**src/logic/filt_cfg_pkg.sv**
```systemverilog
package filt_cfg_pkg;

	// Lane buffer geometry
	localparam int addr_w = 9;          // 512 words per lane
	localparam int data_w = 64;         // Snooper and forwarder word width
	localparam int len_w  = addr_w + 1; // Room for a completely full buffer

	typedef logic [addr_w-1:0] pkt_addr_t;
	typedef logic [data_w-1:0] pkt_data_t;
	typedef logic [len_w-1:0]  pkt_len_t;

	// Snooper side with one copy per lane after the splitter
	typedef struct packed {
		pkt_addr_t wr_addr;
		pkt_data_t wr_data;
		logic      wr_en;
		logic      done;     // One-cycle pulse ends the packet
	} snoop_req_t;

	// Forwarder side with one copy per lane after the combiner
	typedef struct packed {
		pkt_addr_t rd_addr;
		logic      rd_en;    // Data shows up on the following cycle
		logic      done;     // One-cycle pulse frees the lane
	} fwd_req_t;

	// What every lane reports back
	typedef struct packed {
		pkt_data_t rd_data;   // Registered read data
		pkt_len_t  len;       // Valid while full
		logic      full;      // Holds a finished packet
		logic      accepting; // Running and empty
	} lane_rsp_t;

endpackage

```
**src/logic/snoop_split.sv**
```systemverilog
module snoop_split #(
	parameter int n_lanes = 4 // Power of two, 2 or more
) (
	input  logic                     axi_aclk,
	input  logic                     rst_n,
	input  filt_cfg_pkg::snoop_req_t snoop_req,
	input  logic [n_lanes-1:0]       lane_accepting,
	output filt_cfg_pkg::snoop_req_t lane_req [n_lanes],
	output logic                     ready_for_snooper,
	output logic                     drop               // Done with nowhere to go
);

	localparam int ptr_w = $clog2(n_lanes);

	logic [ptr_w-1:0] wr_ptr;   // Lane that gets the next packet
	logic             cur_ok;   // Pointed lane can take a packet
	logic             accept;   // Packet handed over this cycle

	assign cur_ok = lane_accepting[wr_ptr];
	assign accept = snoop_req.done && cur_ok;

	// Snooper sees the pointed lane only
	assign ready_for_snooper = cur_ok;
	assign drop              = snoop_req.done && !cur_ok;

	// Round robin wraps on its own since n_lanes is a power of two
	always_ff @(posedge axi_aclk) begin
		if (!rst_n) begin
			wr_ptr <= '0;
		end else if (accept) begin
			wr_ptr <= wr_ptr + 1'b1;
		end
	end

	// Address and data go everywhere but strobes only to the pointed lane
	always_comb begin
		for (int i = 0; i < n_lanes; i++) begin
			lane_req[i]         = snoop_req;
			lane_req[i].wr_en   = 1'b0;
			lane_req[i].done    = 1'b0;
			if (wr_ptr == ptr_w'(i) && cur_ok) begin
				lane_req[i].wr_en = snoop_req.wr_en;
				lane_req[i].done  = snoop_req.done;
			end
		end
	end

endmodule

```
**config.mk**
```make
export PLATFORM = sky130hd
export DESIGN_NAME = snoop_split
export DESIGN_NICKNAME = d
export VERILOG_FILES = /design/src/logic/filt_cfg_pkg.sv /design/src/logic/snoop_split.sv
export SDC_FILE = /design/constraint.sdc
export NUM_CORES = 1
export LEC_CHECK = 0
export ABC_AREA = 1
export BUFFER_PORTS_ARGS = -buffer_cell sky130_fd_sc_hd__buf_2
export CAP_MARGIN = 0
export CORE_AREA = 2 2 149 151
export DETAILED_ROUTE_END_ITERATION = 8
export DIE_AREA = 0 0 151 153
export GPL_ROUTABILITY_DRIVEN = 0
export GPL_TIMING_DRIVEN = 0
export PLACE_DENSITY = 0.4
export RECOVER_POWER = 100
export SYNTH_ARGS = -nofsm -noshare
export SYNTH_HDL_FRONTEND = slang
export SYNTH_SLANG_ARGS = --single-unit
```
**constraint.sdc**
```tcl
create_clock -name axi_aclk -period 2.5 [get_ports axi_aclk]
set_clock_uncertainty 0.1 [all_clocks]
set_input_delay 0.375 -clock axi_aclk [delete_from_list [all_inputs] [get_ports axi_aclk]]
set_output_delay 0.375 -clock axi_aclk [all_outputs]
set_load 0.05 [all_outputs]
```
Word-level counts from Yosys, hierarchy flattened
Cells that the tools add are included.

storage, ports and cells
  register bits = 2
  input port bits = 81
  output and inout port bits = 302
  word-level logic and storage cells = 20

operators by class
  $add $sub $neg = 1
  $lt $le $gt $ge = 1
  equal/unequal tests = 3
  multiplexer cells = 6
  reductions and logical operators = 8

operators by type and width
  kind                                                                           count
  2-bit 2-to-1 mux                                                               4
  1-bit logical AND                                                              6
  2-bit == test (second input constant)                                          2
  2-bit by 3-bit less-than comparator with 1-bit output (second input constant)  1
  2-bit by 1-bit adder with 2-bit output (second input constant)                 1
  1-bit binary-select mux with 2-bit select                                      1
  2-bit by 1-bit == test with 1-bit output (second input constant)               1
  2-bit zero test                                                                1
  1-bit zero test                                                                1
  1-bit 2-to-1 mux                                                               1

Logic depth before layout (Yosys ltp)
  word-level depth = 4
  mapped depth = 7
  depth with buffers taken out = 7

Worst setup path after synthesis
Ideal clock, no wire load.

  path kind = flip-flop to output port
  start = register wr_ptr[0]
  end = output lane_req[151] (netlist name)
  data arrival time = 1583 ps
  required time = 2025 ps
  setup slack = 442 ps
  cell stages (with the launch flop) = 6
  path buffers = 0
  path through = dfxtp_1 -> nand2_1 -> nand3_2 -> and2_4 -> nand2_4 -> nor2_1

RTL lines
  what                    line               RTL
  start, declared         snoop_split.sv:15  logic [ptr_w-1:0] wr_ptr;
  start signal, assigned  snoop_split.sv:31  wr_ptr <= wr_ptr + 1'b1;
  end, declared           snoop_split.sv:8   output filt_cfg_pkg::snoop_req_t lane_req [n_lanes],

==> flow_summary_export.csv <==
group,metric,value,unit
outcome,status,"completed",
routing,wl_per_cell,9.07,um
routing,drt_iter0_drc,25,
global_routing,grt_pass1_wl,10.9,mm
finish,syn_to_final_growth,64.7,%
timing,finalCritPeriodShare,88.4,%
clock_tree,htreeDepth,1,
critical_path,slowest_stage,"clkbuf_1",
clock_tree,cts_resized,0,
timing,worst_pin_slew,0.633,ns
min_path,hold_path_end,"wr_ptr[0]$_SDFFE_PN0P_",
logic_synthesis,ys_warn_count,0,
routing,num_vias,2530,
timing,fin_setup_tns,0,ns
timing,drv_slew,0,
logic_synthesis,synth_cell_type_count,13,
global_routing,grt_overflow,0,
clock_tree,cts_tree,"done",
floorplan,io_pins,383,
place,port_buffers,309,
critical_path,cp_data_arrival_time,1.74,ns
timing,rsz0062_at_grt,"false",
finish,drive_gt1_share,48.6,%
clock_tree,cts-root-buf,"clkbuf_16",
routing,routed_wl,8.42,mm
floorplan,start_util,11.5,%
logic_synthesis,syn_inst,336,
global_routing,grtUsageMet1,5.20,%
routing,drtAntennaViolNets,0,
critical_path,required,2.03,ns
finish,largest_reg_flops,2,
clock_tree,clk_path_buf_depth,2,
clock_tree,holdBufCountCts,0,
timing,hold_viol,0,
logic_synthesis,syn-num-nets,421,
min_path,hp-class,"in -> reg",
critical_path,cp_slowest_stage_delay,0.49,ns
floorplan,core-area,21500,um2
finish,registers.top_by_ff_count,"wr_ptr",
clock_tree,clkLatencyLatePin,0.22,ns
global_routing,grt_use_met2,13.7,%
global_routing,track_usage,5.89,%
flow_run,drv_cap,0,
routing,viasPerCell,2.73,
floorplan,placementRows,54,
clock_tree,cts_buffers,3,
critical_path,crit_type,"reg -> out",
timing,max_freq,0.452,GHz
global_routing,grt_max_degree,7,
finish,nets,735,
global_routing,antenna_found_initial,0,
critical_path,crit_path_end_kind,"primary output",
global_routing,grt_util_met3,0.657,%
timing,period_minus_slack,2.21,ns
clock_tree,clkTransAtPathRegs,0.03,ns
critical_path,rr_startpoint,"wr_ptr[0]$_SDFFE_PN0P_",
clock_tree,clock-sinks,2,
logic_synthesis,yosysSeqAreaShare,1.62,%
floorplan,fp.dieW,151,um
floorplan,dieArea,23100,um2
min_path,worstHoldPathCells,3,
critical_path,rr_worst_depth,6,
routing,drtPass1Iterations,2,
logic_synthesis,ys_ff_latch,2,
place,postPlaceCellArea,4370,um2
critical_path,r2r-end,"wr_ptr[1]$_SDFFE_PN0P_",
timing,setup_viol,0,
routing,drcViolationCount,0,
critical_path,worst_path_most_repeated_cell,"nand3_2",
pwr,p_leak,2.00,nW
timing,whs,0.326,ns
place,dp_hpwl,7.72,mm
pwr,power_density,444,nW/um2
global_routing,first_global_vias,2127,
critical_path,crit_path_max_fanout,6,
finish,antennaDiodeCount,0,
critical_path,cp-start-kind,"register",
floorplan,die_h,153,um
min_path,min-delay-start,"rst_n",
global_routing,grt_busiest_layer,"met2",
pwr,ir_drop,0.311,mV
logic_synthesis,synth_area,2470,um2
clock_tree,postCtsSetupBuffers,0,
timing,maxSlewHeadroom,58.0,%
finish,reg_top3,"wr_ptr x2",
critical_path,path_cells,"inv_1, nand2_4, nand3_2, nand3_2, nor2_1, clkbuf_1",
finish,final_cell_area,4070,um2
logic_synthesis,syn_avg_cell_area,7.36,um2
critical_path,rrSetupSlack,1.10,ns
==> routing by layer <==
layer  share of wire [%]  vias up
met2                  59      168
li1                    -     1340
met5                   0        -
met4                   0        0
met1                  30     1022
met3                  11        0
==> worst max-delay path by stage <==
stage,cells past startpoint,slack [ns],from,endpoint
3_3_place_gp,6,0.62,wr_ptr[0]$_SDFFE_PN0P_,lane_req[151]
6_report,6,0.29,wr_ptr[0]$_SDFFE_PN0P_,lane_req[75]
3_5_place_dp,6,0.66,wr_ptr[0]$_SDFFE_PN0P_,lane_req[151]
2_1_floorplan,5,0.44,wr_ptr[0]$_SDFFE_PN0P_,lane_req[151]
4_1_cts,6,0.43,wr_ptr[0]$_SDFFE_PN0P_,lane_req[151]
5_1_grt,6,0.16,wr_ptr[0]$_SDFFE_PN0P_,lane_req[0]
==> layout make-up <==
cell class | count | area [um2]
multi-input cells | 31 | 199
inverters | 11 | 41.3
flip-flops and latches | 2 | 40.0
clock buffers | 3 | 75.1
fillers | 2584 | 17400
repair buffers | 309 | 1170
plain buffers | 292 | 2190
well taps | 280 | 350
==> cell families after synthesis <==
| kind of cell | after synthesis | synth area share, % |
|---|---|---|
| flops | 2 | 1.62 |
| buf+inv | 303 | 90.3 |
| compound gates | 1 | 0.202 |
| fa+ha+maj | 4 | 2.02 |
| simple gates | 26 | 5.82 |
==> metrics by stage <==
step                      util (%)  setup slack, ns  std cells  power [mW]
after floorplan                  -            0.442        336        1.40
after global placement        20.3            0.618        925        1.65
after detailed placement      20.3            0.661        925        1.65
after CTS                     20.7            0.426        928        1.89
after global routing          19.0            0.157        928        1.89
final                         19.0            0.289        928        1.81
==> layout by cell type (no fill, tap or decap) <==
| master | count |
|---|---|
| a21oi_1 | 1 |
| and2_4 | 1 |
| buf_2 | 10 |
| buf_4 | 292 |
| clkbuf_1 | 297 |
| clkbuf_16 | 3 |
| clkbuf_2 | 2 |
| dfxtp_1 | 2 |
| ha_1 | 4 |
| inv_1 | 10 |
| inv_2 | 1 |
| nand2_1 | 6 |
| nand2_2 | 1 |
| nand2_4 | 2 |
| nand3_2 | 3 |
| nand4_1 | 2 |
| nor2_1 | 11 |
==> cells in the mapped netlist (all sizes together) <==
cell type  instances  share of area (%)
a21oi              1               0.20
and2               1               0.35
buf              292                 89
dfxtp              2                1.6
ha                 4                2.0
inv               11                1.7
nand2              9                2.1
nand3              3                1.2
nand4              2               0.51
nor2              11                1.7
==> critical path, delay by kind of cell (launching register included) <==
family / cells / cell delay [ns]
flops: 1 / 0.35
simple gates: 4 / 0.44
buf+inv: 2 / 0.72
==> power by group <==
part / internal (mW) / total, mW / switching (mW)
Sequential: 0.0359 / 0.0424 / 0.00644
Clock: 0.203 / 0.239 / 0.0360
Combinational: 0.406 / 1.53 / 1.12
Total: 0.645 / 1.81 / 1.16
No activity file was read; power rests on OpenSTA's default activity.
