==> config.mk <==
export PLATFORM = sky130hd
export DESIGN_NAME = fwd_combine
export DESIGN_NICKNAME = d
export VERILOG_FILES = /design/src/logic/filt_cfg_pkg.sv /design/src/logic/fwd_combine.sv
export SDC_FILE = /design/constraint.sdc
export NUM_CORES = 1
export LEC_CHECK = 0
export BUFFER_PORTS_ARGS = -buffer_cell sky130_fd_sc_hd__buf_2
export CORE_AREA = 2 2 171 173
export CTS_BUF_LIST = sky130_fd_sc_hd__clkbuf_8
export DETAILED_ROUTE_END_ITERATION = 7
export DIE_AREA = 0 0 173 175
export PLACE_DENSITY = 0.37
export SYNTH_ARGS = -nofsm -noshare
export SYNTH_HDL_FRONTEND = slang
export SYNTH_SLANG_ARGS = --single-unit
export TNS_END_PERCENT = 1
==> constraint.sdc <==
create_clock -name axi_aclk -period 3.4 [get_ports axi_aclk]
set_input_delay 0.68 -clock axi_aclk [delete_from_list [all_inputs] [get_ports axi_aclk]]
set_output_delay 0.68 -clock axi_aclk [all_outputs]
set_load 0.05 [all_outputs]
==> src/logic/filt_cfg_pkg.sv <==
package filt_cfg_pkg;

	// Lane buffer geometry
	localparam int addr_w = 9;          // 512 words per lane
	localparam int data_w = 64;         // Snooper and forwarder word width
	localparam int len_w  = addr_w + 1; // Room for a completely full buffer

	typedef logic [addr_w-1:0] pkt_addr_t;
	typedef logic [data_w-1:0] pkt_data_t;
	typedef logic [len_w-1:0]  pkt_len_t;

	// Snooper side with one copy per lane after the splitter
	typedef struct packed {
		pkt_addr_t wr_addr;
		pkt_data_t wr_data;
		logic      wr_en;
		logic      done;     // One-cycle pulse ends the packet
	} snoop_req_t;

	// Forwarder side with one copy per lane after the combiner
	typedef struct packed {
		pkt_addr_t rd_addr;
		logic      rd_en;    // Data shows up on the following cycle
		logic      done;     // One-cycle pulse frees the lane
	} fwd_req_t;

	// What every lane reports back
	typedef struct packed {
		pkt_data_t rd_data;   // Registered read data
		pkt_len_t  len;       // Valid while full
		logic      full;      // Holds a finished packet
		logic      accepting; // Running and empty
	} lane_rsp_t;

endpackage

==> src/logic/fwd_combine.sv <==
module fwd_combine #(
	parameter int n_lanes = 4 // Power of two, 2 or more
) (
	input  logic                    axi_aclk,
	input  logic                    rst_n,
	input  filt_cfg_pkg::fwd_req_t  fwd_req,
	input  filt_cfg_pkg::lane_rsp_t lane_rsp [n_lanes],
	output filt_cfg_pkg::fwd_req_t  lane_rd [n_lanes],
	output filt_cfg_pkg::pkt_data_t forwarder_rd_data,
	output filt_cfg_pkg::pkt_len_t  len_to_forwarder,
	output logic                    ready_for_forwarder
);

	localparam int ptr_w = $clog2(n_lanes);

	logic [ptr_w-1:0] rd_ptr;   // Lane being served
	logic [ptr_w-1:0] rd_ptr_q; // Lane that answered last cycle's read
	logic             cur_full;

	// Same rotation as the splitter keeps packets in arrival order
	assign cur_full = lane_rsp[rd_ptr].full;

	always_ff @(posedge axi_aclk) begin
		if (!rst_n) begin
			rd_ptr   <= '0;
			rd_ptr_q <= '0;
		end else begin
			rd_ptr_q <= rd_ptr;
			if (fwd_req.done && cur_full) begin
				rd_ptr <= rd_ptr + 1'b1; // Moves with the lane emptying
			end
		end
	end

	// Strobes to the pointed lane only, and only while it holds a packet
	always_comb begin
		for (int i = 0; i < n_lanes; i++) begin
			lane_rd[i]       = fwd_req;
			lane_rd[i].rd_en = 1'b0;
			lane_rd[i].done  = 1'b0;
			if (rd_ptr == ptr_w'(i) && cur_full) begin
				lane_rd[i].rd_en = fwd_req.rd_en;
				lane_rd[i].done  = fwd_req.done;
			end
		end
	end

	assign ready_for_forwarder = cur_full;
	assign len_to_forwarder    = lane_rsp[rd_ptr].len;
	// Delayed pointer so a read right before done still returns the old lane
	assign forwarder_rd_data   = lane_rsp[rd_ptr_q].rd_data;

endmodule

# After elaboration in Yosys (flattened, before gate mapping)
# Index checks and enable logic that the tools add are counted.
# totals
reg_bits,4
out_inout_bits,119
# classes
addsub,1
n_lt_le_gt_ge,2
n_eq_ne,3
muxes,10
bitwise,2
n_reduce_logical,6
# ops
cell,n
76-bit binary-select mux with 2-bit select,2
76-bit 2-to-1 mux,2
12-bit 2-to-1 mux,2
2-bit 2-to-1 mux,4
3-bit greater-or-equal comparator (second input constant),2
2-bit NOT with 3-bit output,2
1-bit logical AND,5
2-bit equality test (second input constant),2
2-bit by 1-bit adder with 2-bit output (second input constant),1
2-bit by 1-bit equality test with 1-bit output (second input constant),1
2-bit zero test,1

# Depth between registers and ports, before layout
# Gate-level depths: netlist (run 1).
# depth
word_depth,6
ltp_mapped,6
ltp_nobuf,4

# Least setup slack after synthesis (run 1)
# Ideal clock, no wire load.
# synth_timing
path_type,input to output
startpoint,input port lane_rsp[153] (netlist bit)
endpoint,output port lane_rd[12] (netlist bit)
arrival_ps,2276
t_required_ps,2720
slack_ps,444
stages,3
path_buffers,0
path_cell_list,mux2i_1 mux2i_1 and3_1
# synth_rtl
element,line_no,source
from (decl),fwd_combine.sv:7,"input filt_cfg_pkg::lane_rsp_t lane_rsp [n_lanes],"
to (decl),fwd_combine.sv:8,"output filt_cfg_pkg::fwd_req_t lane_rd [n_lanes],"

==> flow_summary_export.csv, run 1 <==
group,metric,value,unit
route,vias_per_cell,3.46,
logic_synthesis,yosysWarnings,0,
route,ant_nets,0,
logic_synthesis,synth.distinct_cells,16,
route,drc_errors,0,
setup_path,end_kind,"output port",
floorplanning,die_y,175,um
clocking,clk-insertion-delay-late,210,ps
clocking,holdBufCountCts,0,
finish,layout-drive-gt1-share,0.946,
setup_path,required,2720,ps
placed_design,dpl.cell_count,879,
finish,area_delta_synth_final,89.7,%
timing,finalCriticalPeriod,2670,ps
placed_design,place_hpwl,12700,um
power_and_ir_drop,power_leakage,2.12,nW
route,wire_per_inst,15.8,um
timing,tns,0,ps
grt,grtUsageMet2,0.164,
logic_synthesis,seq_area_frac_synth,0.0339,
floorplanning,die-area,30300,um2
placed_design,place_ws,946,ps
logic_synthesis,netlist.area_leader.share,0.705,
finish,diodes,0,
power_and_ir_drop,irDropWorstVdd,0.000136,V
setup_path,cp_max_fo,16,
flow_run,drv_cap,0,
placed_design,placed_area,4440,um2
timing,slew_viol_final,0,
floorplanning,io_pins,436,
grt,antenna_found_initial,4,
route,drtIter0Drc,69,
finish,final_cells,882,
finish,final_common_cell,"buf_2",
timing,worst_pin_slew,679,ps
clocking,numCtsBuffers,3,
setup_path,crit_arrival,1990,ps
grt,met3_usage,0.0209,
grt,grt-ovfl-total,0,
timing,rsz0062_at_grt,"no",
logic_synthesis,synthTopCellsByArea,"mux4_2 71%, buf_4 12%, buf_6 3.8%, dfxtp_1 3.4%, ha_1 2.1%",
grt,grt_pass1_wl,20100,um
clocking,cts.reportedPaths.clkPinSlew,30,ps
logic_synthesis,synth-seq-cells,4,
finish,layout_common_cells,"386 x buf_2, 74 x mux4_2, 5 x and2_1",
clocking,cts-root-buf,"clkbuf_8",
grt,first_global_vias,3386,
clocking,cts.sinks,4,
timing,slew_headroom,0.547,
timing,clock_skew,1.07,ps
grt,grt_usage,0.0860,
logic_synthesis,synth.net_count,479,
clocking,cts_resized,0,
power_and_ir_drop,power_density,239,nW/um2
grt,grt_max_degree,35,
status,status,"complete, no violations",
setup_path,worstSetupPathType,"reg2out",
floorplanning,fp-row-count,62,
clocking,h-tree-depth,1,
floorplanning,initial_utilization,0.0832,
setup_path,worstSetupStartpointType,"flop",
timing,setup_slack,726,ps
placed_design,port_buffers,386,
clocking,clockBufferDepth,2,
min_path,hold_class,"in2reg",
grt,use_met1,0.0978,
timing,setup_violations,0,
route,drtPass1Iterations,4,
timing,hold_viol_final,0,
finish,final_area,4480,um2
timing,period_share,0.786,
logic_synthesis,netlist_area,2360,um2
route,postRouteWirelength,13900,um
route,num_vias,3051,
clocking,tritoncts,"built",
logic_synthesis,synthCells,158,
floorplanning,coreArea,28400,um2
clocking,postCtsSetupBuffers,0,
logic_synthesis,synth_area_leader_cell,"mux4_2",
logic_synthesis,postSynthAreaPerCell,15.0,um2
grt,grt-busiest-layer,"met2",
floorplanning,fp.dieW,173,um
placed_design,gp_congestion,0.754,
finish,nets,821,
timing,max_freq,0.374,GHz
==> registers in the layout, indices dropped and copies added (netlist names) <==
name,count
rd_ptr,2
rd_ptr_q,2
==> final cells by class <==
type	count	area [um2]
inverter	3	11.3
tap	384	480
sequential	4	87.6
timing repair buffer	390	2000
multi-input combinational	98	1860
clock buffer	3	41.3
fill	3221	23900
==> metal layers <==
layer  vias up  wire, um
li1       1334         -
met1      1471      5130
met2       227      7330
met3        17      1300
met4         2       153
met5         -        13
==> cell usage after synthesis, drive strengths merged <==
| cell type | instances |
|---|---|
| mux4 | 74 |
| and2 | 5 |
| inv | 3 |
| buf | 52 |
| dfxtp | 4 |
| ha | 4 |
| nand2b | 1 |
| nand2 | 3 |
| o22ai | 1 |
| nor2b | 1 |
| clkbuf | 1 |
| mux2i | 4 |
| mux2 | 1 |
| and3 | 4 |
==> logic make-up (layout without fill, tap and decap cells) <==
group                      count (synthesis)  after routing  synth area share
muxes                                     79             79             0.728
and+or+nand+nor                           14             14            0.0339
adders and majority gates                  4              4            0.0212
DFF                                        4              4            0.0339
buffers and inverters                     56            396             0.177
AOI/OAI and AO/OA                          1              1           0.00529
==> worst max-delay path, stage by stage (launching register included) <==
cell,delay (ps)
dfxtp_1,740
inv_1,210
mux2i_1,360
and3_1,210
buf_2,260
==> final timing paths <==
kind	end	startpoint	slack, ps	cells past startpoint
setup / recovery	lane_rd[34]	rd_ptr[1]	730	4
hold / removal	rd_ptr_q[1]	rst_n	720	3
setup reg to reg	rd_ptr[0]	rd_ptr[1]	1740	3
hold reg to reg	rd_ptr_q[1]	rd_ptr[1]	760	2
==> power by group <==
part / switching, W / leakage (nW) / internal (W) / total [W]
clock network: 0.0000222 / 0.0216 / 0.0000753 / 0.0000975
registers: 0.0000143 / 0.0341 / 0.0000503 / 0.0000646
logic: 0.000552 / 2.06 / 0.000359 / 0.000910
==> stage by stage <==
step	total power, W	hold slack (ps)	utilization
after floorplan	0.000805	683	-
final	0.00107	717	0.158
after global routing	0.00113	739	0.158
after CTS	0.00109	708	0.158
after global placement	0.000985	777	0.156
after detailed placement	0.000985	769	0.156
Note: power is estimated with default switching activity, not from simulation.
==> inputs of run 2 (changes only) <==
--- a/config.mk
+++ b/config.mk
@@ -6,10 +6,10 @@
 export NUM_CORES = 1
 export LEC_CHECK = 0
 export BUFFER_PORTS_ARGS = -buffer_cell sky130_fd_sc_hd__buf_2
-export CORE_AREA = 2 2 171 173
+export CORE_AREA = 2 2 168 170
 export CTS_BUF_LIST = sky130_fd_sc_hd__clkbuf_8
 export DETAILED_ROUTE_END_ITERATION = 7
-export DIE_AREA = 0 0 173 175
+export DIE_AREA = 0 0 170 172
 export PLACE_DENSITY = 0.37
 export SYNTH_ARGS = -nofsm -noshare
 export SYNTH_HDL_FRONTEND = slang
==> constraint.sdc (replaced) <==
create_clock -name axi_aclk -period 2.71 [get_ports axi_aclk]
set_input_delay 0.542 -clock axi_aclk [delete_from_list [all_inputs] [get_ports axi_aclk]]
set_output_delay 0.542 -clock axi_aclk [all_outputs]
set_load 0.05 [all_outputs]
==> flow_summary_export.csv, run 2 (synthesized netlist as in run 1, its figures left out) <==
group,metric,value,unit
route,drtPass1Iterations,4,
floorplanning,die-area,29200,um2
setup_path,cp_max_fo,28,
grt,grt-ovfl-total,0,
clocking,cts-root-buf,"clkbuf_8",
setup_path,path_depth,3,
setup_path,required,2170,ps
setup_path,crit_slowest_cell,"mux4_2",
route,ant_nets,0,
clocking,h-tree-depth,1,
grt,grt_max_degree,32,
floorplanning,coreArea,27500,um2
power_and_ir_drop,irDropWorstVdd,0.000241,V
floorplanning,fp.dieW,170,um
timing,finalCriticalPeriod,2320,ps
finish,top_regs,"rd_ptr (2), rd_ptr_q (2)",
status,status,"complete, no violations",
setup_path,worstRegToRegCells,3,
clocking,numCtsBuffers,3,
clocking,cts.sinks,4,
setup_path,end_kind,"output port",
floorplanning,die_y,172,um
route,drc_errors,0,
power_and_ir_drop,pwr-share-comb,0.848,
clocking,holdBufCountCts,0,
clocking,postCtsSetupBuffers,0,
finish,layout-drive-gt1-share,0.944,
power_and_ir_drop,power_leakage,2.15,nW
setup_path,critical-path-top-delay-family,"multiplexers",
power_and_ir_drop,swShare,0.550,
floorplanning,io_pins,436,
setup_path,worstSetupPathType,"reg2out",
route,num_vias,3063,
setup_path,max_stage_delay,570,ps
clocking,cts.reportedPaths.clkPinSlew,40,ps
min_path,holdPathStages,3,
route,postRouteWirelength,15200,um
finish,layout_common_cells,"386 x buf_2, 74 x mux4_2, 5 x and2_1",
setup_path,cp_cell_sequence,"buf_12 -> mux4_2 -> buf_2",
timing,period_share,0.858,
timing,slew_headroom,0.712,
setup_path,crit_buf_inv,2,
clocking,tritoncts,"built",
min_path,hold_class,"in2reg",
floorplanning,initial_utilization,0.0860,
grt,first_global_vias,3152,
timing,rsz0062_at_grt,"no",
placed_design,port_buffers,386,
power_and_ir_drop,internal-power,0.000618,W
power_and_ir_drop,clkPwrFrac,0.093,
power_and_ir_drop,power.total,0.00137,W
route,wire_per_inst,17.9,um
timing,slew_viol_final,0,
setup_path,crit_arrival,1780,ps
power_and_ir_drop,switchingPower,0.000755,W
timing,clock_skew,5.75,ps
clocking,clockBufferDepth,2,
power_and_ir_drop,pwr-share-seq,0.059,
route,vias_per_cell,3.59,
timing,hold_viol_final,0,
timing,max_freq,0.430,GHz
timing,tns,0,ps
finish,nets,825,
timing,setup_violations,0,
route,drtIter0Drc,77,
clocking,cts_resized,0,
placed_design,place_hpwl,14100,um
grt,antenna_found_initial,5,
grt,grt_usage,0.0920,
flow_run,drv_cap,0,
finish,final_common_cell,"buf_2",
clocking,clk-insertion-delay-late,220,ps
placed_design,gp_congestion,0.788,
timing,worst_pin_slew,431,ps
setup_path,worstSetupStartpointType,"flop",
power_and_ir_drop,power_density,306,nW/um2
floorplanning,fp-row-count,61,
finish,area_delta_synth_final,90.1,%
grt,grt_pass1_wl,19900,um
[run 2: cell types whose count changed in the layout (fill, tap and decap cells not counted), sizes merged]
cell and change:
diode +4, buf +4, inv +1
[run 2: worst paths after layout]
check	startpoint	endpoint	slack, ps
worst max-delay path	rd_ptr_q[0]	forwarder_rd_data[41]	390
worst min-delay path	rst_n	rd_ptr_q[1]	600
worst max register to register	rd_ptr[0]	rd_ptr[0]	1160
worst min register to register	rd_ptr[0]	rd_ptr_q[0]	680
[run 2: layout make-up]
type	count	area (um2)
diodes	4	10.0
clock buffers	3	41.3
clock inverters	1	3.75
fillers	3165	23000
inverters	3	11.3
multi-input cells	98	1860
flip-flops and latches	4	87.6
well taps	346	433
repair buffers	394	2040
[run 2: metrics by stage]
stage	util	worst slack [ps]	instance area [um2]	hold slack, ps	std cells
floorplan	-	29.6	2360	657	158
global placement	0.162	563	4440	704	845
detailed placement	0.162	576	4440	693	845
CTS	0.163	336	4480	615	849
global route	0.164	264	4490	629	853
finish	0.164	386	4490	603	853
[run 2: metal layers]
layer  up-vias  wire (um)  GRT usage
li1       1348          -          -
met1      1499       6150      0.115
met2       202       7680      0.165
met3        12       1270     0.0185
met4         2        123     0.0171
met5         -         13          0
[run 2: tightest hold or removal path: stages]
cell and delay (ps):
buf_2 110, nand2_1 80, inv_1 60
[run 2: power groups by stage]
stage	clock, W	combinational (W)	sequential [W]
2_1_floorplan	0	0.000942	0.0000679
3_3_place_gp	0	0.00117	0.0000837
3_5_place_dp	0	0.00117	0.0000835
4_1_cts	0.000135	0.00117	0.0000829
5_1_grt	0.000141	0.00123	0.0000846
6_report	0.000128	0.00116	0.0000811
