[config.mk]
export PLATFORM = sky130hd
export DESIGN_NAME = filt_regs
export DESIGN_NICKNAME = d
export VERILOG_FILES = /design/src/logic/filt_reg_pkg.sv /design/src/logic/filt_regs.sv
export SDC_FILE = /design/constraint.sdc
export NUM_CORES = 1
export LEC_CHECK = 0
export ABC_AREA = 1
export BUFFER_PORTS_ARGS = -buffer_cell sky130_fd_sc_hd__clkbuf_2
export CORE_ASPECT_RATIO = 0.9
export CORE_MARGIN = 3
export CORE_UTILIZATION = 41
export DETAILED_ROUTE_END_ITERATION = 16
export GPL_TIMING_DRIVEN = 1
export PLACE_DENSITY = 0.76
export SLEW_MARGIN = 30
export SYNTH_ARGS = -nofsm -noshare
export SYNTH_HDL_FRONTEND = slang
export SYNTH_SLANG_ARGS = --single-unit
[constraint.sdc]
create_clock -name axi_aclk -period 1.9 [get_ports axi_aclk]
set_input_delay 0.095 -clock axi_aclk [delete_from_list [all_inputs] [get_ports axi_aclk]]
set_output_delay 0.095 -clock axi_aclk [all_outputs]
set_load 0.005 [all_outputs]
[src/logic/filt_reg_pkg.sv]
package filt_reg_pkg;

	localparam int reg_addr_w = 12; // AXI4-Lite byte address

	// Register map
	localparam logic [reg_addr_w-1:0] ctrl_offset   = 12'h000; // Bit 0 start
	localparam logic [reg_addr_w-1:0] status_offset = 12'h004; // Bits 15:0 drop count

	// Response codes
	localparam logic [1:0] resp_okay   = 2'b00;
	localparam logic [1:0] resp_slverr = 2'b10;

	typedef struct packed {
		logic [reg_addr_w-1:0] awaddr;
		logic                  awvalid;
		logic [31:0]           wdata;
		logic [3:0]            wstrb;
		logic                  wvalid;
		logic                  bready;
		logic [reg_addr_w-1:0] araddr;
		logic                  arvalid;
		logic                  rready;
	} axil_req_t;

	typedef struct packed {
		logic        awready;
		logic        wready;
		logic [1:0]  bresp;
		logic        bvalid;
		logic        arready;
		logic [31:0] rdata;
		logic [1:0]  rresp;
		logic        rvalid;
	} axil_rsp_t;

endpackage

[src/logic/filt_regs.sv]
module filt_regs (
	input  logic                    axi_aclk,
	input  logic                    rst_n,
	input  filt_reg_pkg::axil_req_t axil_req,
	output filt_reg_pkg::axil_rsp_t axil_rsp,
	input  logic                    drop,  // One pulse per dropped packet
	output logic                    start  // Runs the lanes
);

	logic        wr_hs;     // AW and W taken in the same cycle
	logic        rd_hs;     // AR taken
	logic        wr_ctrl;
	logic        wr_status;
	logic        rd_ctrl;
	logic        rd_status;
	logic        bvalid;
	logic        rvalid;
	logic [1:0]  bresp;
	logic [1:0]  rresp;
	logic [31:0] rdata;
	logic [15:0] drop_cnt;  // Saturates at all ones

	// Address and data are only taken together, and only with no response pending
	assign wr_hs = axil_req.awvalid && axil_req.wvalid && !bvalid;
	assign rd_hs = axil_req.arvalid && !rvalid;

	// Address decode
	assign wr_ctrl   = (axil_req.awaddr == filt_reg_pkg::ctrl_offset);
	assign wr_status = (axil_req.awaddr == filt_reg_pkg::status_offset);
	assign rd_ctrl   = (axil_req.araddr == filt_reg_pkg::ctrl_offset);
	assign rd_status = (axil_req.araddr == filt_reg_pkg::status_offset);

	always_ff @(posedge axi_aclk) begin
		if (!rst_n) begin
			bvalid <= 1'b0;
		end else if (wr_hs) begin
			bvalid <= 1'b1;
		end else if (axil_req.bready) begin
			bvalid <= 1'b0; // Response consumed
		end
	end

	always_ff @(posedge axi_aclk) begin
		if (wr_hs) begin
			// Status writes are harmless but legal
			bresp <= (wr_ctrl || wr_status) ? filt_reg_pkg::resp_okay
				: filt_reg_pkg::resp_slverr;
		end
	end

	// Control register in byte lane 0 only
	always_ff @(posedge axi_aclk) begin
		if (!rst_n) begin
			start <= 1'b0;
		end else if (wr_hs && wr_ctrl && axil_req.wstrb[0]) begin
			start <= axil_req.wdata[0];
		end
	end

	always_ff @(posedge axi_aclk) begin
		if (!rst_n) begin
			rvalid <= 1'b0;
		end else if (rd_hs) begin
			rvalid <= 1'b1;
		end else if (axil_req.rready) begin
			rvalid <= 1'b0;
		end
	end

	// Read data is sampled at the AR handshake
	always_ff @(posedge axi_aclk) begin
		if (rd_hs) begin
			rresp <= filt_reg_pkg::resp_okay;
			if (rd_ctrl) begin
				rdata <= {31'b0, start};
			end else if (rd_status) begin
				rdata <= {16'b0, drop_cnt};
			end else begin
				rdata <= '0;                       // Unmapped
				rresp <= filt_reg_pkg::resp_slverr;
			end
		end
	end

	// Drop counter cleared by an accepted status read
	always_ff @(posedge axi_aclk) begin
		if (!rst_n) begin
			drop_cnt <= '0;
		end else if (rd_hs && rd_status) begin
			drop_cnt <= drop ? 16'd1 : 16'd0; // Same-cycle drop is not lost
		end else if (drop && drop_cnt != 16'hffff) begin
			drop_cnt <= drop_cnt + 1'b1;
		end
	end

	always_comb begin
		axil_rsp.awready = wr_hs; // Both readies pulse together
		axil_rsp.wready  = wr_hs;
		axil_rsp.bresp   = bresp;
		axil_rsp.bvalid  = bvalid;
		axil_rsp.arready = rd_hs;
		axil_rsp.rdata   = rdata;
		axil_rsp.rresp   = rresp;
		axil_rsp.rvalid  = rvalid;
	end

endmodule

# Yosys cells after proc, flatten, opt, wreduce, memory -nomap -nowiden
# Index checks and enable logic that the tools add are counted.
# word_totals
elab_cells	41
regBits	55
# op_classes
reduce_logical	16
bitwise	1
mux	11
eq_ne	3
add_sub_neg	1
# op_table
operator	count
$mux W16	2
$eq A12 B3 Y1 const B	2
$logic_not A12 Y1	2
$add A16 B1 Y16 const B	1
$ne A16 B16 Y1 const B	1
$logic_and A1 B1 Y1	7
$mux W1	7
$reduce_bool A2 Y1	3
$mux W2	2
$logic_not A1 Y1	2
$reduce_or A2 Y1	1
$logic_or A1 B1 Y1	1
$not A1 Y1	1

# Depth between registers and ports, before layout
# Gate-level depths: netlist of run 1.
# logic_depth
depth_word	4
mapped_depth	10
ltp_nobuf	9

# Worst setup path after synthesis of run 1
# OpenSTA, ideal clock, no wires.
# synth_timing
kind	register to register
start	register rvalid
end	register drop_cnt[0]
path_stages_with_launch	8
period_less_slack_ns	2.060
path_buffers	1
setup_slack_ns	-0.160
t_arrival_ns	1.945
t_required_ns	1.785
cell_sequence	dfxtp_1 nor2_1 nand3_1 buf_2 nand2_1 nand2_1 nor2_1 nor2_1
# synth_via
elab_chain_len	4
elab_cells_between_ends	5
# synth_lines
element	line	rtl
start: declaration	filt_regs.sv:17	logic rvalid;
start signal: assignment	filt_regs.sv:62	rvalid <= 1'b0;
start signal: assignment	filt_regs.sv:64	rvalid <= 1'b1;
start signal: assignment	filt_regs.sv:66	rvalid <= 1'b0;
$logic_not A1 Y1 (*)	filt_regs.sv:25	assign rd_hs = axil_req.arvalid && !rvalid;
$logic_and A1 B1 Y1 (*)	filt_regs.sv:25	
via rd_hs	filt_regs.sv:11	logic rd_hs;
$logic_and A1 B1 Y1 (*)	filt_regs.sv:89	end else if (rd_hs && rd_status) begin
$mux W16 / $reduce_bool A2 Y1 (equally long branches)	n/a	
end signal: assignment	filt_regs.sv:90	drop_cnt <= drop ? 16'd1 : 16'd0;
end signal: assignment	filt_regs.sv:92	drop_cnt <= drop_cnt + 1'b1;
end: declaration	filt_regs.sv:21	logic [15:0] drop_cnt;
# The timed path passes the listed nets; every way through them passes the cells marked *.
# A chain may end at the register's enable or synchronous reset.

# Worst setup path in the final report of run 1
# layout_timing
start	register drop_cnt[1]
end	register drop_cnt[7]
# layout_via
elab_chain_len	3
elab_cells_between_ends	6
# layout_lines
element	line	rtl
$add A16 B1 Y16 / $ne A16 B16 Y1 (equally long branches)	filt_regs.sv:92, filt_regs.sv:91	
$mux W16 / $logic_and A1 B1 Y1 (equally long branches)	filt_regs.sv:91	end else if (drop && drop_cnt != 16'hffff) begin
$mux W16 / $reduce_bool A2 Y1 (equally long branches)	n/a	
# Parallel ways exist; a longest one is shown, timed or not. The select of a mux whose other input is x is not followed.

==> summary.md, run 1 <==
| Metric | Value |
|---|---|
| WS Path Type | register to register |
| DIE AREA | 6080 sq um |
| CTS tree | built |
| Setup_tns | 0 ns |
| Seq cells post-synth | 37 |
| Site Rows | 24 |
| P_leak | 1.16 nW |
| Top cell type's share of synthesized area | 25.4% |
| CP max-delay cell | dfxtp_1 |
| Avg Inst Size Synth | 7.53 sq um |
| DR vias/cell | 4.67 |
| CP required | 2.11 ns |
| Num CTS Buffers | 5 |
| CTS Hold Bufs | 0 |
| Die W | 81.9 um |
| Post-synthesis adder-cell area fraction | 0.589% |
| Routability cong. | 0.869 |
| Mux cell area share after synthesis | 0% |
| Synth top area cells | edfxtp_1, dfxtp_1, nor2_1 |
| Post-synth EDFFs | 18 |
| Critical Path AT | 1.92 ns |
| Final hold viol count | 0 |
| Leading area contributor after synthesis | edfxtp_1 |
| Area share of xor/xnor cells in the synthesized design | 2.06% |
| RSZ-0062 raised after global routing | no |
| Critical path's top delay family | simple AND/OR/NAND/NOR gates |
| Vias | 1,920 |
| Grt total ovfl | 0 |
| Yosys warns | 0 |
| Initial DRT Pass Iterations | 4 |
| Placed Area | 2420 sq um |
| Dominant cell by count in the synthesized netlist | nor2_1 |
| Pwr Density | 685 nW/um^2 |
| Synth unique cells | 29 |
| Main combinational cell family by area after synthesis | simple AND/OR/NAND/NOR gates |
| Io pins | 110 |
| Min-Delay Path Class | primary input to register |
| CTS Sinks | 37 |
| Max_cap viols | 0 |
| Final setup fails | 0 |
| Post-synthesis compound-gate area fraction | 5.24% |
| Layout cells sized above 1 | 24.6% |
| Pins Over Slew Limit | 0 |
| Final hold slack | 0.0570 ns |
| Pin count of the biggest net entering global routing | 16 |
| Netlist Area Pre-Place | 2120 sq um |
| Worst path bufs/invs | 1 |
| GRT Util Overall | 16.1% |
| Status | complete, no violations |
| Cells after synthesis | 282 |
| Setup Buffers After CTS | 0 |
| Final WL | 4580 um |
| Critical Path Source Type | register |
| M1 WL | 1960 um |
| Initial antenna violation count | 0 |
| Post-CTS sizing | 0 |
| Met2 WL | 2220 um |
| Fin area | 2540 sq um |
| Core footprint | 4920 sq um |
| Initial Utilization | 43.1% |
| Post-route ant nets | 0 |
| First-pass GRT wire length | 7540 um |
| CTS root buf | clkbuf_8 |
| Chip Height | 74.3 um |
| Simple-Gate Fraction of Synth Area | 32.4% |
| IO buf count | 57 |
| CP max stage delay | 0.41 ns |
| Skew final | 0.00348 ns |
| Synth top cells by count | nor2_1, nand2_1, inv_1 |
| Layout area overhead | 19.7% |
| Clock latency on the worst-skew pair | 0.29 ns |
| DR WL met3 | 297 um |
| Dpl hpwl | 3580 um |
| Fillers | 474 |
| Vias in the first global route | 1,736 |
| CP Cell Sequence | ha_1, nand2_1, nor2_4, nand2_4, o21ai_4, buf_4, nand3_1, a21oi_1 |
| Nets | 414 |
| 1st-iter DRT viols | 124 |
| Crit. End Element | register |
| Fin crit period | 1.70 ns |
| Fmax | 587 MHz |
| Max clock buf depth | 2 |
| Sequential area share after synthesis | 43.3% |
| Top sig layer | met4 |
| Final period utilization | 89.7% |
| Asr flop ratio synth | 0% |
| H-tree lvl count | 2 |
| Reg clk slew, reported paths | 0.07 ns |
| N_diodes | 0 |
| DRC | 0 |
| Per-cell routed wire length | 11.2 um |
| Ys flop type | dfxtp_1 |
| CP Max Fanout | 8 |
| Maximum vdd drop | 0.000396 V |
## stage by stage
step / power [mW] / cells / setup WS [ns] / util [%]
final: 1.74 / 411 / 0.195 / 51.7
after global routing: 1.83 / 411 / 0.0173 / 51.7
after CTS: 1.76 / 411 / 0.191 / 51.7
after detailed placement: 1.06 / 403 / 0.212 / 49.2
after global placement: 1.05 / 403 / 0.241 / 49.2
after floorplan: 1.01 / 299 / 0.208 / -
## metal layers
metal  vias up  global-route usage (%)
li1        978                       -
met1       857                    18.9
met2        74                    27.6
met3        11                    4.00
met4         0                    7.93
met5         -                       0
## worst min-delay path: stages
cell      delay [ns]
clkbuf_2        0.08
inv_1           0.03
nand2_1         0.04
a21oi_1         0.05
## flip-flops by register name (all words and copies together), names as in the netlist
| signal | flops |
|---|---|
| drop_cnt | 16 |
| rdata | 16 |
| start | 1 |
| bvalid | 1 |
| rvalid | 1 |
| bresp | 1 |
| rresp | 1 |
## layout make-up
class | instances | area (sq um) | share of cell area (%)
Timing Repair Buffer | 67 | 360 | 14.2
Clock inverter | 2 | 37.5 | 1.48
Inverter | 36 | 135 | 5.31
Multi-Input combinational cell | 198 | 926 | 36.4
Sequential cell | 37 | 921 | 36.2
Tap cell | 65 | 81.3 | 3.20
Clock buffer | 6 | 82.6 | 3.25
## cells by family (layout without fill, tap and decap cells)
family,Yosys count,count (layout)
other,1,18
and+or+nand+nor,155,155
buffers and inverters,64,111
xor gates and xnor gates,5,5
DFF,37,37
AOI/OAI and AO/OA,19,19
adders and majority gates,1,1
## worst paths after layout
path,from,endpoint,slack (ns),cells past startpoint
worst max-delay path,drop_cnt[1],drop_cnt[7],0.20,8
worst min-delay path,axil_req[14],bvalid,0.06,4
worst max register to register,drop_cnt[1],drop_cnt[7],0.20,8
worst min register to register,bvalid,bvalid,0.49,2
## power breakdown
| part | leakage, nW | internal (mW) | switching (mW) |
|---|---|---|---|
| sequential | 0.331 | 0.864 | 0.0168 |
| clock | 0.0574 | 0.426 | 0.273 |
| combinational | 0.769 | 0.0710 | 0.0924 |
| total | 1.16 | 1.36 | 0.382 |
## cell usage in the layout, fill, tap and decap left out, drive strengths merged
master | Yosys | final
nand2 | 54 | 54
xor2 | 5 | 5
ha | 1 | 1
clkbuf | 1 | 63
o21ai | 6 | 6
inv | 34 | 34
conb | 1 | 18
nand3b | 5 | 5
nor2 | 58 | 58
or2 | 1 | 1
nand4 | 3 | 3
nand3 | 30 | 30
clkinv | 2 | 2
nor3b | 1 | 1
nor3 | 3 | 3
o31ai | 1 | 1
bufinv | 0 | 1
buf | 27 | 10
a21oi | 11 | 11
o21a | 1 | 1
dfxtp | 19 | 19
edfxtp | 18 | 18
clkinvlp | 0 | 1
No activity file was read; power rests on OpenSTA's default activity.
==> inputs of run 2 (changes only) <==
--- a/config.mk
+++ b/config.mk
@@ -9,10 +9,10 @@
 export BUFFER_PORTS_ARGS = -buffer_cell sky130_fd_sc_hd__clkbuf_2
 export CORE_ASPECT_RATIO = 0.9
 export CORE_MARGIN = 3
-export CORE_UTILIZATION = 41
+export CORE_UTILIZATION = 45
 export DETAILED_ROUTE_END_ITERATION = 16
 export GPL_TIMING_DRIVEN = 1
-export PLACE_DENSITY = 0.76
+export PLACE_DENSITY = 0.8
 export SLEW_MARGIN = 30
 export SYNTH_ARGS = -nofsm -noshare
 export SYNTH_HDL_FRONTEND = slang
==> constraint.sdc (replaced) <==
create_clock -name axi_aclk -period 1.6 [get_ports axi_aclk]
set_input_delay 0.08 -clock axi_aclk [delete_from_list [all_inputs] [get_ports axi_aclk]]
set_output_delay 0.08 -clock axi_aclk [all_outputs]
set_load 0.005 [all_outputs]
==> run 2 against run 1 <==
Routed wire length shrank 1.6%. Maximum frequency grew 12%. Utilization grew 7.0 points. Sequential share of layout area is 1.3 points lower. Clock power increased by 20%. Critical path depth is the same. First-iteration DRC count is 9.7% higher. Clock-buffer cell count is the same. Final cell count grew 1.2%. Sequential power is 18% higher. Setup slack worse by 0.12 ns. Critical endpoint is now drop_cnt[8].
==> summary.md, run 2 (same netlist as run 1, synthesis figures left out) <==
| Metric | Value |
|---|---|
| Pin count of the biggest net entering global routing | 16 (unchanged) |
| Routability cong. | 0.901 (+3.7%) |
| Chip Height | 71.2 um (-4.2%) |
| Site Rows | 23 (-4.2%) |
| Maximum vdd drop | 0.000344 V (-13%) |
| Core footprint | 4490 sq um (-8.8%) |
| CTS Sinks | 37 (unchanged) |
| DRC | 0 (unchanged) |
| Num CTS Buffers | 5 (unchanged) |
| Pwr Density | 795 nW/um^2 (+16%) |
| Crit. End Element | register |
| Layout area overhead | 24.0% |
| CTS Hold Bufs | 0 (unchanged) |
| Initial DRT Pass Iterations | 4 (unchanged) |
| Min-Delay Path Class | primary input to register |
| N_diodes | 0 (unchanged) |
| DR vias/cell | 4.64 (-0.74%) |
| Vias in the first global route | 1,623 (-6.5%) |
| Fmax | 656 MHz (+12%) |
| Initial Utilization | 47.3% (+4.2 points) |
| WS Path Type | register to register |
| 1st-iter DRT viols | 136 (+9.7%) |
| GRT Util Overall | 16.5% (+0.33 points) |
| Final hold viol count | 0 (unchanged) |
| Fin crit period | 1.52 ns (-0.181 ns) |
| Most common cell after layout, fill and taps aside | clkbuf_2 |
| Skew final | 0.00315 ns (-0.000330 ns) |
| Max clock buf depth | 2 (unchanged) |
| Layout cells sized above 1 | 26.3% (+1.7 points) |
| Fin area | 2640 sq um (+3.6%) |
| CP Max Fanout | 7 (-1) |
| Final WL | 4510 um (-1.6%) |
| Die W | 78.4 um (-4.2%) |
| Io pins | 110 (unchanged) |
| Pins Over Slew Limit | 0 (unchanged) |
| CP max-delay cell | dfxtp_1 |
| Most frequent cells in the layout | clkbuf_2, nand2_1, nor2_1, inv_1, nand3_1 |
| H-tree lvl count | 2 (unchanged) |
| CP Cell Sequence | ha_1, nand2_1, nor2_4, nand2_4, o21ai_4, buf_12, nand3_1, a21oi_1 |
| DIE AREA | 5580 sq um (-8.2%) |
| P_leak | 1.21 nW (+4.7%) |
| Max_cap viols | 0 (unchanged) |
| Critical Path Source Type | register |
| RSZ-0062 raised after global routing | yes |
| Final setup fails | 0 (unchanged) |
| IO buf count | 57 (unchanged) |
| Post-route ant nets | 0 (unchanged) |
| CP required | 1.82 ns (-0.29 ns) |
| Grt total ovfl | 0 (unchanged) |
| Min-delay src | axil_req[14] |
| Vias | 1,929 (+0.47%) |
| Final period utilization | 95.2% (+5.5 points) |
| Initial antenna violation count | 0 (unchanged) |
| Total power | 2.09 mW (+20%) |
| Critical Path AT | 1.74 ns (-0.18 ns) |
| Clock latency on the worst-skew pair | 0.29 ns (about the same) |
| Reg clk slew, reported paths | 0.07 ns (about the same) |
| Status | complete, no violations |
| Placed Area | 2490 sq um (+2.7%) |
| Critical path startpoint | drop_cnt[0] |
| Per-cell routed wire length | 10.8 um (-2.8%) |
| Fillers | 393 (-17%) |
| Dpl hpwl | 3530 um (-1.2%) |
| CTS root buf | clkbuf_8 |
| Crit Reg-Reg Startpoint | drop_cnt[0] |
| Largest registers | drop_cnt: 16 flops, rdata: 16 flops |
| Nets | 422 (+1.9%) |
| First-pass GRT wire length | 7270 um (-3.7%) |
| CP max stage delay | 0.35 ns (-0.06 ns) |
| CTS tree | built |
-- run 2: cell types whose count changed in the layout (fill, tap and decap cells not counted) --
cell,previous run,this run
buf_4,10,16
nor2_4,2,4
nor2_2,4,2
buf_12,0,2
-- run 2: where the power goes --
group          internal [mW]  switching (mW)
Clock                  0.506           0.330
Sequential              1.03          0.0164
Combinational          0.100           0.116
Total                   1.63           0.462
-- run 2: metrics by stage --
stage               hold WS [ns]  setup WS, ns  instances  setup TNS, ns  utilization (%)
floorplan                  0.197         0.159        299              0                -
global placement           0.340       -0.0627        407         -0.526             55.5
detailed placement         0.345       -0.0767        407         -0.659             55.5
CTS                       0.0311        0.0741        415              0             58.2
global route              0.0499       -0.0263        416        -0.0566             58.7
finish                    0.0322        0.0765        416              0             58.7
-- run 2: timing repair --
item	in CTS	in global routing
pin swaps	0	1
setup endpoints to repair	14	3
gates cloned	0	0
gates resized for setup	1	0
buffers inserted	0	1
-- run 2: worst paths after layout --
check	end	slack, ns	cells past startpoint
setup / recovery	drop_cnt[8]	0.08	8
hold / removal	bvalid	0.03	4
setup reg to reg	drop_cnt[8]	0.08	8
hold reg to reg	bvalid	0.49	2
-- run 2: critical path, delay by kind of cell (launching register included) --
family / cells / cell delay [ns]
AO/OA/AOI/OAI: 2 / 0.38
adder cells (fa/ha/maj): 1 / 0.19
buffers and inverters: 1 / 0.15
flip-flops: 1 / 0.35
AND/OR/NAND/NOR: 4 / 0.40
-- run 2: layer usage --
layer	share of wire, %	vias up	track usage, %
met5	0	-	0
met3	7.8	5	3.05
met4	1.8	0	6.99
met2	48	75	27.3
li1	-	998	-
met1	43	851	21.2
-- run 2: cell type report --
cell class / count / area, sq um / area share, %
multi-input combinational: 198 / 936 / 35.5
timing repair buffer: 75 / 445 / 16.9
inverter: 36 / 135 / 5.13
clock inverter: 2 / 37.5 / 1.42
sequential: 37 / 921 / 34.9
clock buffer: 6 / 82.6 / 3.13
tap: 62 / 77.6 / 2.94
